<file path="src/verilog/backendPkg.sv">
package backendPkg;

    // width of the tag carried by every operation
    localparam int TAG_WIDTH = 6;

    // integer ALU operations understood by the issue queues
    typedef enum logic [2:0] {
        OP_ADD = 3'd0,
        OP_SUB = 3'd1,
        OP_AND = 3'd2,
        OP_OR  = 3'd3,
        OP_XOR = 3'd4,
        OP_SLL = 3'd5,  // shift by opB[3:0]
        OP_SRL = 3'd6   // logical, zero fill
    } aluOp_e;

    // control unit state, recover lasts one cycle after a flush
    typedef enum logic {
        CTRL_RUN     = 1'b0,
        CTRL_RECOVER = 1'b1
    } ctrlState_e;

endpackage

</file>
<file path="src/verilog/backendCtrl.sv">
`timescale 1ns/1ps

module backendCtrl #(
    parameter int numQueues = 4
) (
    input  logic                 clk,
    input  logic                 reset,
    input  logic                 flush,
    input  logic [numQueues-1:0] creditAvail,
    output logic                 opReady,
    output logic                 flushAll
);

    import backendPkg::*;

    ctrlState_e state;
    logic       armed;  // low only while reset is applied

    always_ff @(posedge clk) begin
        if (reset) begin
            state <= CTRL_RUN;
            armed <= 1'b0;
        end else begin
            armed <= 1'b1;
            case (state)
                CTRL_RUN: begin
                    if (flush) begin
                        state <= CTRL_RECOVER;
                    end
                end
                CTRL_RECOVER: begin
                    // stay while the commit side keeps flushing
                    state <= flush ? CTRL_RECOVER : CTRL_RUN;
                end
                default: state <= CTRL_RUN;
            endcase
        end
    end

    // every stage sees the commit flush in the same cycle
    assign flushAll = flush;

    // pause input on flush, recovery or no free slot anywhere
    assign opReady = armed && (state == CTRL_RUN) && !flush && (|creditAvail);

endmodule

</file>
<file path="src/verilog/backendTop.sv">
`timescale 1ns/1ps

module backendTop #(
    parameter int numQueues  = 4,
    parameter int queueDepth = 4,
    parameter int dataWidth  = 16
) (
    input  logic                             clk,
    input  logic                             reset,
    input  logic                             flush,
    input  logic                             opValid,
    input  backendPkg::aluOp_e               opCode,
    input  logic [dataWidth-1:0]             opA,
    input  logic [dataWidth-1:0]             opB,
    input  logic [backendPkg::TAG_WIDTH-1:0] opTag,
    input  logic                             resReady,
    output logic                             opReady,
    output logic                             resValid,
    output logic [backendPkg::TAG_WIDTH-1:0] resTag,
    output logic [dataWidth-1:0]             resValue
);

    import backendPkg::*;

    logic                                 flushAll;
    logic [numQueues-1:0]                 creditAvail;
    logic [numQueues-1:0]                 creditReturn;
    logic [numQueues-1:0]                 writeEn;
    aluOp_e                               qCode;
    logic [dataWidth-1:0]                 qA;
    logic [dataWidth-1:0]                 qB;
    logic [TAG_WIDTH-1:0]                 qTag;
    logic [numQueues-1:0]                 headValid;
    logic [numQueues-1:0][TAG_WIDTH-1:0]  headTag;
    logic [numQueues-1:0][dataWidth-1:0]  headResult;
    logic [numQueues-1:0]                 grant;

    backendCtrl #(
        .numQueues(numQueues)
    ) backendCtrl_i (
        .clk        (clk),
        .reset      (reset),
        .flush      (flush),
        .creditAvail(creditAvail),
        .opReady    (opReady),
        .flushAll   (flushAll)
    );

    dispatchUnit #(
        .numQueues (numQueues),
        .queueDepth(queueDepth),
        .dataWidth (dataWidth)
    ) dispatchUnit_i (
        .clk         (clk),
        .reset       (reset),
        .flushAll    (flushAll),
        .opValid     (opValid),
        .opReady     (opReady),
        .opCode      (opCode),
        .opA         (opA),
        .opB         (opB),
        .opTag       (opTag),
        .creditReturn(creditReturn),
        .creditAvail (creditAvail),
        .writeEn     (writeEn),
        .qCode       (qCode),
        .qA          (qA),
        .qB          (qB),
        .qTag        (qTag)
    );

    // one queue per dispatch lane
    for (genvar i = 0; i < numQueues; i++) begin : gQueue
        issueQueue #(
            .queueDepth(queueDepth),
            .dataWidth (dataWidth)
        ) issueQueue_i (
            .clk         (clk),
            .reset       (reset),
            .flushAll    (flushAll),
            .writeEn     (writeEn[i]),
            .qCode       (qCode),
            .qA          (qA),
            .qB          (qB),
            .qTag        (qTag),
            .grant       (grant[i]),
            .headValid   (headValid[i]),
            .headTag     (headTag[i]),
            .headResult  (headResult[i]),
            .creditReturn(creditReturn[i])
        );
    end

    completionArbiter #(
        .numQueues(numQueues),
        .dataWidth(dataWidth)
    ) completionArbiter_i (
        .clk       (clk),
        .reset     (reset),
        .flushAll  (flushAll),
        .headValid (headValid),
        .headTag   (headTag),
        .headResult(headResult),
        .resReady  (resReady),
        .grant     (grant),
        .resValid  (resValid),
        .resTag    (resTag),
        .resValue  (resValue)
    );

endmodule

</file>
<file path="src/verilog/completionArbiter.sv">
`timescale 1ns/1ps

module completionArbiter #(
    parameter int numQueues = 4,
    parameter int dataWidth = 16
) (
    input  logic                                            clk,
    input  logic                                            reset,
    input  logic                                            flushAll,
    input  logic [numQueues-1:0]                            headValid,
    input  logic [numQueues-1:0][backendPkg::TAG_WIDTH-1:0] headTag,
    input  logic [numQueues-1:0][dataWidth-1:0]             headResult,
    input  logic                                            resReady,
    output logic [numQueues-1:0]                            grant,
    output logic                                            resValid,
    output logic [backendPkg::TAG_WIDTH-1:0]                resTag,
    output logic [dataWidth-1:0]                            resValue
);

    localparam int ptrW = (numQueues > 1) ? $clog2(numQueues) : 1;

    logic [ptrW-1:0] rrPtr;
    logic [ptrW-1:0] pick;
    logic            anyValid;
    logic            canLoad;

    assign anyValid = |headValid;
    assign canLoad  = !resValid || resReady;  // output empty or leaving

    always_comb begin
        pick = rrPtr;
        for (int k = numQueues - 1; k >= 0; k--) begin
            if (headValid[(int'(rrPtr) + k) % numQueues]) begin
                pick = ptrW'((int'(rrPtr) + k) % numQueues);
            end
        end
    end

    always_comb begin
        grant = '0;
        if (canLoad && anyValid && !flushAll) begin
            grant[pick] = 1'b1;
        end
    end

    always_ff @(posedge clk) begin
        if (reset || flushAll) begin
            resValid <= 1'b0;
            if (reset) begin
                rrPtr <= '0;
            end
        end else if (canLoad) begin
            resValid <= anyValid;
            if (anyValid) begin
                rrPtr <= ptrW'((int'(pick) + 1) % numQueues);
            end
        end
    end

    // result payload, held while resReady is low
    always_ff @(posedge clk) begin
        if (|grant) begin
            resTag   <= headTag[pick];
            resValue <= headResult[pick];
        end
    end

endmodule

</file>
<file path="src/verilog/dispatchUnit.sv">
`timescale 1ns/1ps

module dispatchUnit #(
    parameter int numQueues  = 4,
    parameter int queueDepth = 4,
    parameter int dataWidth  = 16
) (
    input  logic                             clk,
    input  logic                             reset,
    input  logic                             flushAll,
    input  logic                             opValid,
    input  logic                             opReady,
    input  backendPkg::aluOp_e               opCode,
    input  logic [dataWidth-1:0]             opA,
    input  logic [dataWidth-1:0]             opB,
    input  logic [backendPkg::TAG_WIDTH-1:0] opTag,
    input  logic [numQueues-1:0]             creditReturn,
    output logic [numQueues-1:0]             creditAvail,
    output logic [numQueues-1:0]             writeEn,
    output backendPkg::aluOp_e               qCode,
    output logic [dataWidth-1:0]             qA,
    output logic [dataWidth-1:0]             qB,
    output logic [backendPkg::TAG_WIDTH-1:0] qTag
);

    localparam int ptrW = (numQueues > 1) ? $clog2(numQueues) : 1;
    localparam int cntW = $clog2(queueDepth + 1);

    logic [cntW-1:0] credit [numQueues];
    logic [ptrW-1:0] rrPtr;
    logic [ptrW-1:0] pick;
    logic            accept;

    assign accept = opValid && opReady;

    always_comb begin
        for (int i = 0; i < numQueues; i++) begin
            creditAvail[i] = (credit[i] != '0);
        end
    end

    // first queue with credit at or after rrPtr, lowest offset wins
    always_comb begin
        pick = rrPtr;
        for (int k = numQueues - 1; k >= 0; k--) begin
            if (creditAvail[(int'(rrPtr) + k) % numQueues]) begin
                pick = ptrW'((int'(rrPtr) + k) % numQueues);
            end
        end
    end

    // credit is taken when the op is accepted, one cycle ahead of the write
    always_ff @(posedge clk) begin
        if (reset || flushAll) begin
            for (int i = 0; i < numQueues; i++) begin
                credit[i] <= cntW'(queueDepth);
            end
            writeEn <= '0;  // pending write dropped on flush
            if (reset) begin
                rrPtr <= '0;
            end
        end else begin
            for (int i = 0; i < numQueues; i++) begin
                credit[i] <= credit[i] + cntW'(creditReturn[i])
                             - cntW'(accept && (pick == ptrW'(i)));
            end
            writeEn <= '0;
            if (accept) begin
                writeEn[pick] <= 1'b1;
                rrPtr         <= ptrW'((int'(pick) + 1) % numQueues);
            end
        end
    end

    // shared write fields
    always_ff @(posedge clk) begin
        if (accept) begin
            qCode <= opCode;
            qA    <= opA;
            qB    <= opB;
            qTag  <= opTag;
        end
    end

endmodule

</file>
<file path="src/verilog/issueQueue.sv">
`timescale 1ns/1ps

module issueQueue #(
    parameter int queueDepth = 4,
    parameter int dataWidth  = 16
) (
    input  logic                             clk,
    input  logic                             reset,
    input  logic                             flushAll,
    input  logic                             writeEn,
    input  backendPkg::aluOp_e               qCode,
    input  logic [dataWidth-1:0]             qA,
    input  logic [dataWidth-1:0]             qB,
    input  logic [backendPkg::TAG_WIDTH-1:0] qTag,
    input  logic                             grant,
    output logic                             headValid,
    output logic [backendPkg::TAG_WIDTH-1:0] headTag,
    output logic [dataWidth-1:0]             headResult,
    output logic                             creditReturn
);

    import backendPkg::*;

    localparam int ptrW = (queueDepth > 1) ? $clog2(queueDepth) : 1;
    localparam int cntW = $clog2(queueDepth + 1);

    aluOp_e               codeMem [queueDepth];
    logic [dataWidth-1:0] aMem    [queueDepth];
    logic [dataWidth-1:0] bMem    [queueDepth];
    logic [TAG_WIDTH-1:0] tagMem  [queueDepth];

    logic [ptrW-1:0] rdPtr;
    logic [ptrW-1:0] wrPtr;
    logic [cntW-1:0] count;
    logic            pop;
    logic [dataWidth-1:0] headA;
    logic [dataWidth-1:0] headB;

    assign headValid    = (count != '0);
    assign pop          = grant && headValid;
    assign creditReturn = pop;  // slot freed at the pop edge
    assign headTag      = tagMem[rdPtr];
    assign headA        = aMem[rdPtr];
    assign headB        = bMem[rdPtr];

    always_comb begin
        case (codeMem[rdPtr])
            OP_ADD:  headResult = headA + headB;
            OP_SUB:  headResult = headA - headB;
            OP_AND:  headResult = headA & headB;
            OP_OR:   headResult = headA | headB;
            OP_XOR:  headResult = headA ^ headB;
            OP_SLL:  headResult = headA << headB[3:0];
            OP_SRL:  headResult = headA >> headB[3:0];
            default: headResult = '0;
        endcase
    end

    always_ff @(posedge clk) begin
        if (reset || flushAll) begin
            rdPtr <= '0;
            wrPtr <= '0;
            count <= '0;
        end else begin
            if (writeEn) begin
                wrPtr <= (wrPtr == ptrW'(queueDepth - 1)) ? '0 : wrPtr + 1'b1;
            end
            if (pop) begin
                rdPtr <= (rdPtr == ptrW'(queueDepth - 1)) ? '0 : rdPtr + 1'b1;
            end
            count <= count + cntW'(writeEn) - cntW'(pop);
        end
    end

    // entry storage, dispatch never writes a full queue
    always_ff @(posedge clk) begin
        if (writeEn) begin
            codeMem[wrPtr] <= qCode;
            aMem[wrPtr]    <= qA;
            bMem[wrPtr]    <= qB;
            tagMem[wrPtr]  <= qTag;
        end
    end

endmodule
</file>
<file path="config.mk">
export PLATFORM = sky130hd
export DESIGN_NAME = backendTop
export DESIGN_NICKNAME = d
export VERILOG_FILES = /design/src/verilog/backendPkg.sv /design/src/verilog/backendCtrl.sv /design/src/verilog/backendTop.sv /design/src/verilog/completionArbiter.sv /design/src/verilog/dispatchUnit.sv /design/src/verilog/issueQueue.sv
export SDC_FILE = /design/constraint.sdc
export NUM_CORES = 1
export LEC_CHECK = 0
export ABC_AREA = 1
export BUFFER_PORTS_ARGS = -buffer_cell sky130_fd_sc_hd__clkbuf_2
export CAP_MARGIN = 5
export CORE_AREA = 3 3 287 289
export CTS_BUF_LIST = sky130_fd_sc_hd__clkbuf_4 sky130_fd_sc_hd__clkbuf_8 sky130_fd_sc_hd__clkbuf_16
export CTS_CLUSTER_SIZE = 30
export DETAILED_ROUTE_END_ITERATION = 8
export DIE_AREA = 0 0 290 292
export PLACE_DENSITY = 0.73
export SETUP_SLACK_MARGIN = 0.2
export SLEW_MARGIN = 5
export SYNTH_ARGS = -nofsm -noshare
export SYNTH_HDL_FRONTEND = slang
export SYNTH_HIERARCHICAL = 1
export SYNTH_SLANG_ARGS = --single-unit
export TNS_END_PERCENT = 5
</file>
<file path="constraint.sdc">
create_clock -name clk -period 4.21 [get_ports clk]
set_input_delay 0.842 -clock clk [delete_from_list [all_inputs] [get_ports clk]]
set_output_delay 0.842 -clock clk [all_outputs]
set_load 0.005 [all_outputs]
</file>
# == Word level (Yosys, flattened, before mapping) ==
# Memories as Yosys holds them, arrays and structs flattened. A register that Yosys moved wholly into a read port is not among the register bits.
# Index checks and enable logic that the tools add are counted.
# W data, S select, Z words.
# totals
reg_bits,102
ramBits,668
input_bits,46
out_inout_bits,24
wordCells,315
memories,17
# op_classes
addsub,40
magnitude_cmp,12
n_eq_ne,36
shift,8
mux,106
n_bitwise,24
n_reduce_logical,48
# mem_list
memory,depth,word_bits,rd,rd_clocked_by_memory_dff,wr,line,source
gQueue[0].issueQueue_i.aMem,4,16,1,1,1,issueQueue.sv:28,logic [dataWidth-1:0] aMem [queueDepth];
gQueue[0].issueQueue_i.bMem,4,16,1,1,1,issueQueue.sv:29,logic [dataWidth-1:0] bMem [queueDepth];
gQueue[1].issueQueue_i.aMem,4,16,1,1,1,issueQueue.sv:28,
gQueue[1].issueQueue_i.bMem,4,16,1,1,1,issueQueue.sv:29,
gQueue[2].issueQueue_i.aMem,4,16,1,1,1,issueQueue.sv:28,
gQueue[2].issueQueue_i.bMem,4,16,1,1,1,issueQueue.sv:29,
+11 memories,-,-,-,-,-,-,
# op_table
operator,n
$pmux W16 S7,4
$mux W2,54
$add A16 B16 Y16,4
$and A16 B16 Y16,4
$or A16 B16 Y16,4
$shl A16 B4 Y16,4
$shr A16 B4 Y16,4
$sub A16 B16 Y16,4
$xor A16 B16 Y16,4
$eq A3 B3 Y1 const B,12
$bmux W16 S2,1
$mux W1,29
$add A2 B1 Y2 const B,12
$add A3 B1 Y3,8
$eq A3 B2 Y1 const B,8
$lt A3 B4 Y1 const B,6
$reduce_bool A3 Y1,8
$sub A3 B1 Y3,8
$eq A2 B2 Y1 const B,10
$bmux W1 S2,8
$logic_and A1 B1 Y1,16
$mux W16,1
$reduce_or A2 Y1,7
$bmux W6 S2,1
other kinds (21),53

# == Longest topological paths before layout ==
# logic_depth
depth_word,19
depth_mapped,29
ltp_nobuf,26

# == Hierarchy ==
# The synthesis kept the hierarchy.
# by_module_without_submodules
module,instances,cells_per_inst,area_each_um2,seq_area_each_um2
issueQueue at gQueue[2].issueQueue_i,1,1184,10347.4,5104.9
issueQueue at gQueue[0].issueQueue_i,1,1154,10206.0,5104.9
issueQueue at gQueue[3].issueQueue_i,1,1164,10202.3,5104.9
issueQueue at gQueue[1].issueQueue_i,1,1177,10090.9,5104.9
dispatchUnit,1,199,2411.1,1611.5
completionArbiter,1,364,2274.7,740.7
backendCtrl,1,16,96.3,40.0

# == Worst setup path before layout ==
# Ideal clock, no wire load.
# synth_timing
path_kind,reg-to-reg
from,register gQueue[0].issueQueue_i.count[1]
to,register completionArbiter_i/resTag[0] (netlist name) (enable)
setup_time_ps,414
t_arrival_ps,3082
required_ps,3796
slack_ps,714
stages_incl_launch_ff,18
path_buffers,2
synth_period_minus_slack_ps,3496
cell_sequence,dfxtp_1 -> or3_1 -> inv_1 -> nand2_1 -> nand3_1 -> nand2_1 -> inv_1 -> nand2_1 -> nand2_2 -> nand2_2 -> nand2_4 -> nand2_2 -> buf_6 -> buf_6 -> inv_2 -> ha_1 -> inv_1 -> a41oi_1
# synth_between
elab_chain_len,14
elab_cells_between_ends,26
cone_classes,order compare (2); mux (18); reduce/logical (6)
# synth_lines
element,line,source
"start, declared",issueQueue.sv:34,logic [cntW-1:0] count;
"start signal, assigned",issueQueue.sv:71,count <= count + cntW'(writeEn) - cntW'(pop);
$reduce_bool A3 Y1 *,issueQueue.sv:39,assign headValid = (count != '0);
via headValid[0],backendTop.sv:33,logic [numQueues-1:0] headValid;
$bmux W1 S2,completionArbiter.sv:33,if (headValid[(int'(rrPtr) + k) % numQueues]) begin
$mux W1 (implied by the code) (2 in series),completionArbiter.sv:33,
$mux W2 (4 in series),completionArbiter.sv:33,
$lt A2 B3 Y1 (implied by the code) / $ge A2 B1 Y1 (equally long branches),completionArbiter.sv:42,grant[pick] = 1'b1;
$logic_and A1 B1 Y1 (implied by the code),completionArbiter.sv:42,
$mux W1 (implied by the code),completionArbiter.sv:42,
$demux W1 S2,-,
$mux W4 *,completionArbiter.sv:41,if (canLoad && anyValid && !flushAll) begin
$reduce_or A4 Y1 *,completionArbiter.sv:62,if (|grant) begin
"end signal, assigned",completionArbiter.sv:63,resTag <= headTag[pick];
"end, declared",completionArbiter.sv:16,"output logic [backendPkg::TAG_WIDTH-1:0] resTag,"
# The timed path passes the listed nets; every way through them passes the cells marked *. The select of a mux whose other input is x is not followed.
# A chain may end at the register's enable or synchronous reset.

==> flow_summary.yaml <==
global_routing:
  grtUsageTotal_pct: 33.1
  grt_pass1_vias: 34500
  grt_antenna_before_repair: 7
  grt_max_degree: 51
  overflow: 0
  grt_pass1_wl_um: 214000
drt:
  drc: 0
  viasPerCell: 5.80
  post_drt_wl_per_cell_um: 22.2
  via_count: 37600
  antenna_left: 0
  wirelength_um: 144000
  drtIter0Drc: 4917
  dr.pass1.iters: 7
pwr:
  total_power_mw: 15.8
  p_leak_nw: 21.9
  vdd_ir_drop_max_mv: 0.396
  power_density_nw_per_um2: 315
final_layout:
  drive_above_1_share_pct: 11.9
  n_fill_cell: 6848
  finalNetCount: 5666
  syn_to_final_growth_pct: 10.2
  final_cell_area_um2: 50300
  instances_no_fill: 6493
  final_util_pct: 62.7
synth:
  ys_ff_latch: 778
  netlist_top_cells_count: "nand2_1 (1577), edfxtp_1 (723), nand3_1 (643), inv_1 (544), nor2_1 (375)"
  seq_area_frac_synth_pct: 50.0
  synth-edff-count: 723
  ys.warnings.count: 6
  synth.most_common_cell: "nand2_1"
  netlist-cell-type-count: 58
  ys_async_sr_fraction_pct: 0
  synthFlopType: "edfxtp_1"
  synth_largest_area_cell: "edfxtp_1"
  synth_area_per_cell_um2: 8.68
  synthesis.nets: 5556
  netlist_instances: 5258
  synth.area.top_cells: "edfxtp_1 (48%), nand2_1 (13%), nand3_1 (7.1%), ha_1 (6.6%), inv_1 (4.5%)"
  syn-cell-area_um2: 45600
  yosysTopAreaCellShare_pct: 47.6
sta:
  drv_slew: 0
  final.setup_skew_ns: 0.0556
  setup_violations: 0
  tightestPinTransition_ns: 1.33
  slew_headroom_pct: 11.4
  final_hold_viol_count: 0
  layout_min_cycle_time_ns: 3.95
  rsz0062_at_grt: "true"
  fin_crit_sh_pct: 93.9
  max_freq_ghz: 0.253
clocking:
  cts_sinks: 778
  cts_made_buffers: 78
  clock_latency_ns: 0.66
  ctsHoldBuffers: 0
  cts_tree: "done"
  clk_pin_slew_ns: 0.06
  cts_root_buf: "clkbuf_16"
  cts_max_level: 3
  clockBufferDepth: 3
floorplan:
  die_h_um: 292
  start_util_pct: 56.9
  die-area_um2: 84700
  num_io_pins: 70
  std_cell_rows: 104
  die_w_um: 290
  coreArea_um2: 80200
placed_design:
  gp_congestion: 1.08
  dp_hpwl_um: 101000
  place_area_um2: 47200
  port_buffers: 69
  placedCellCount: 6337
setup_path:
  worstSetupPathType: "flop to flop"
  crit_buf_inv: 3
  cp-start-kind: "flop"
  cp_top_family: "simple AND/OR/NAND/NOR gates"
  cp_common_cell: "nand2_1"
  cp_num_cells: 20
  cp.arrival_ns: 4.31
  r2r_cells: 20
  end_kind: "flop"
  max_stage_delay_ns: 0.38
  cp_data_required_time_ns: 4.57
  cp_max_fo: 28
  cp_slowest_cell: "dfxtp_4"
  path_cells: "inv_4 > nand3_1 > nand2_4 > buf_12 > nand2_1 > nor2_4 > nand2_1 > o21ai_1 > xor2_1 > ha_2 > nand2_1 > o21ai_1 > a21oi_2 > a21oi_1 > o21ai_2 > nand4_1 > inv_1 > nand3_1 > nand3_2 > nand2_1"
worst_hold_path:
  whs_path_depth: 1
  hp-class: "input pin to flop"
job:
  cap_violations: 0
run_status:
  status: "complete, no violations"
## flip-flops by register name (all words and copies together) (netlist names), 2 cells and up, named ones only
| register | count |
|---|---|
| completionArbiter_i/resTag | 6 |
| gQueue.issueQueue_i/tagMem | 96 |
| gQueue.issueQueue_i/count | 12 |
| gQueue.issueQueue_i/wrPtr | 8 |
| gQueue.issueQueue_i/bMem | 256 |
| dispatchUnit_i/qCode | 3 |
| dispatchUnit_i/credit | 12 |
| completionArbiter_i/resValue | 16 |
| dispatchUnit_i/qA | 16 |
| dispatchUnit_i/qB | 16 |
| dispatchUnit_i/rrPtr | 2 |
| dispatchUnit_i/qTag | 6 |
| completionArbiter_i/rrPtr | 2 |
| gQueue.issueQueue_i/rdPtr | 8 |
| dispatchUnit_i/writeEn | 4 |
| gQueue.issueQueue_i/codeMem | 48 |
| gQueue.issueQueue_i/aMem | 256 |
## metal layers
| metal | track usage, % | share of wire (%) |
|---|---|---|
| met1 | 47.9 | 41 |
| met3 | 5.65 | 11 |
| met4 | 12.0 | 4.2 |
| met5 | 0 | 0 |
| met2 | 50.4 | 44 |
## metrics by stage
step	TNS (ns)	setup slack, ns	hold slack [ns]
floorplan	0	0.714	0.462
global placement	-0.127	-0.127	0.496
detailed placement	-0.108	-0.108	0.502
CTS	0	0.169	0.331
global route	0	0.143	0.339
finish	0	0.258	0.364
## logic make-up after synthesis
group | count (synthesis) | synth area share, %
buffers and inverters | 801 | 7.96
and+or+nand+nor | 2816 | 26.5
xor gates and xnor gates | 72 | 1.40
adders and majority gates | 252 | 7.11
AOI/OAI and AO/OA | 539 | 7.03
DFF | 778 | 50.0
## power by group
part / switching, mW / internal, mW / leakage [nW]
Combinational: 0.313 / 0.130 / 13.6
Sequential: 0.0874 / 8.41 / 6.96
Clock: 2.97 / 3.93 / 1.30
## timing repair
| item | in CTS | in global routing |
|---|---|---|
| pin swaps | 0 | 15 |
| setup endpoints to repair | 8 | 15 |
| gates cloned | 1 | 6 |
| buffers inserted | 0 | 4 |
| endpoints found under the hold margin | 0 | 0 |
| resized for setup | 10 | 79 |
## cell type report
class	count	area (um^2)	area share, %
Multi-Input combinational cell	3679	19400	38.5
Inverter	603	2300	4.58
Tap cell	1060	1330	2.64
Sequential cell	778	22800	45.4
Clock inverter	35	367	0.729
Clock buffer	109	2220	4.41
Timing Repair Buffer	228	1860	3.69
Antenna cell	1	2.50	0.00498
## layout by cell type, fill, tap and decap left out, types with 8 or more instances in the layout
master	n
fa_1	12
o211ai_1	83
buf_12	12
xor2_1	61
xnor2_1	9
clkbuf_2	69
o21ai_0	135
o21bai_1	11
inv_1	526
o22ai_1	27
dfxtp_1	47
nand2_2	56
o21ai_2	10
nor3_1	23
nand2_1	1570
a21oi_2	11
edfxtp_1	723
ha_1	238
clkinv_1	10
inv_2	64
o21ai_1	97
or2_2	27
nand4_1	38
clkbuf_16	84
nor2_1	372
clkinv_2	12
nor2_2	20
nand3_1	635
buf_4	135
a21oi_1	113
o211ai_2	15
inv_4	8
clkbuf_4	26
nand3_2	24
nand2_4	11
## path summary, 6_finish.rpt
check,startpoint,endpoint,slack (ns)
worst max register to register,flop,completionArbiter_i/resValue[11],0.26
worst min-delay path,opB[10],dispatchUnit_i/qB[10],0.36
worst max-delay path,flop,completionArbiter_i/resValue[11],0.26
worst min register to register,gQueue[1].issueQueue_i/count[2],gQueue[1].issueQueue_i/count[2],0.52
(Power assumes the default switching activity.)
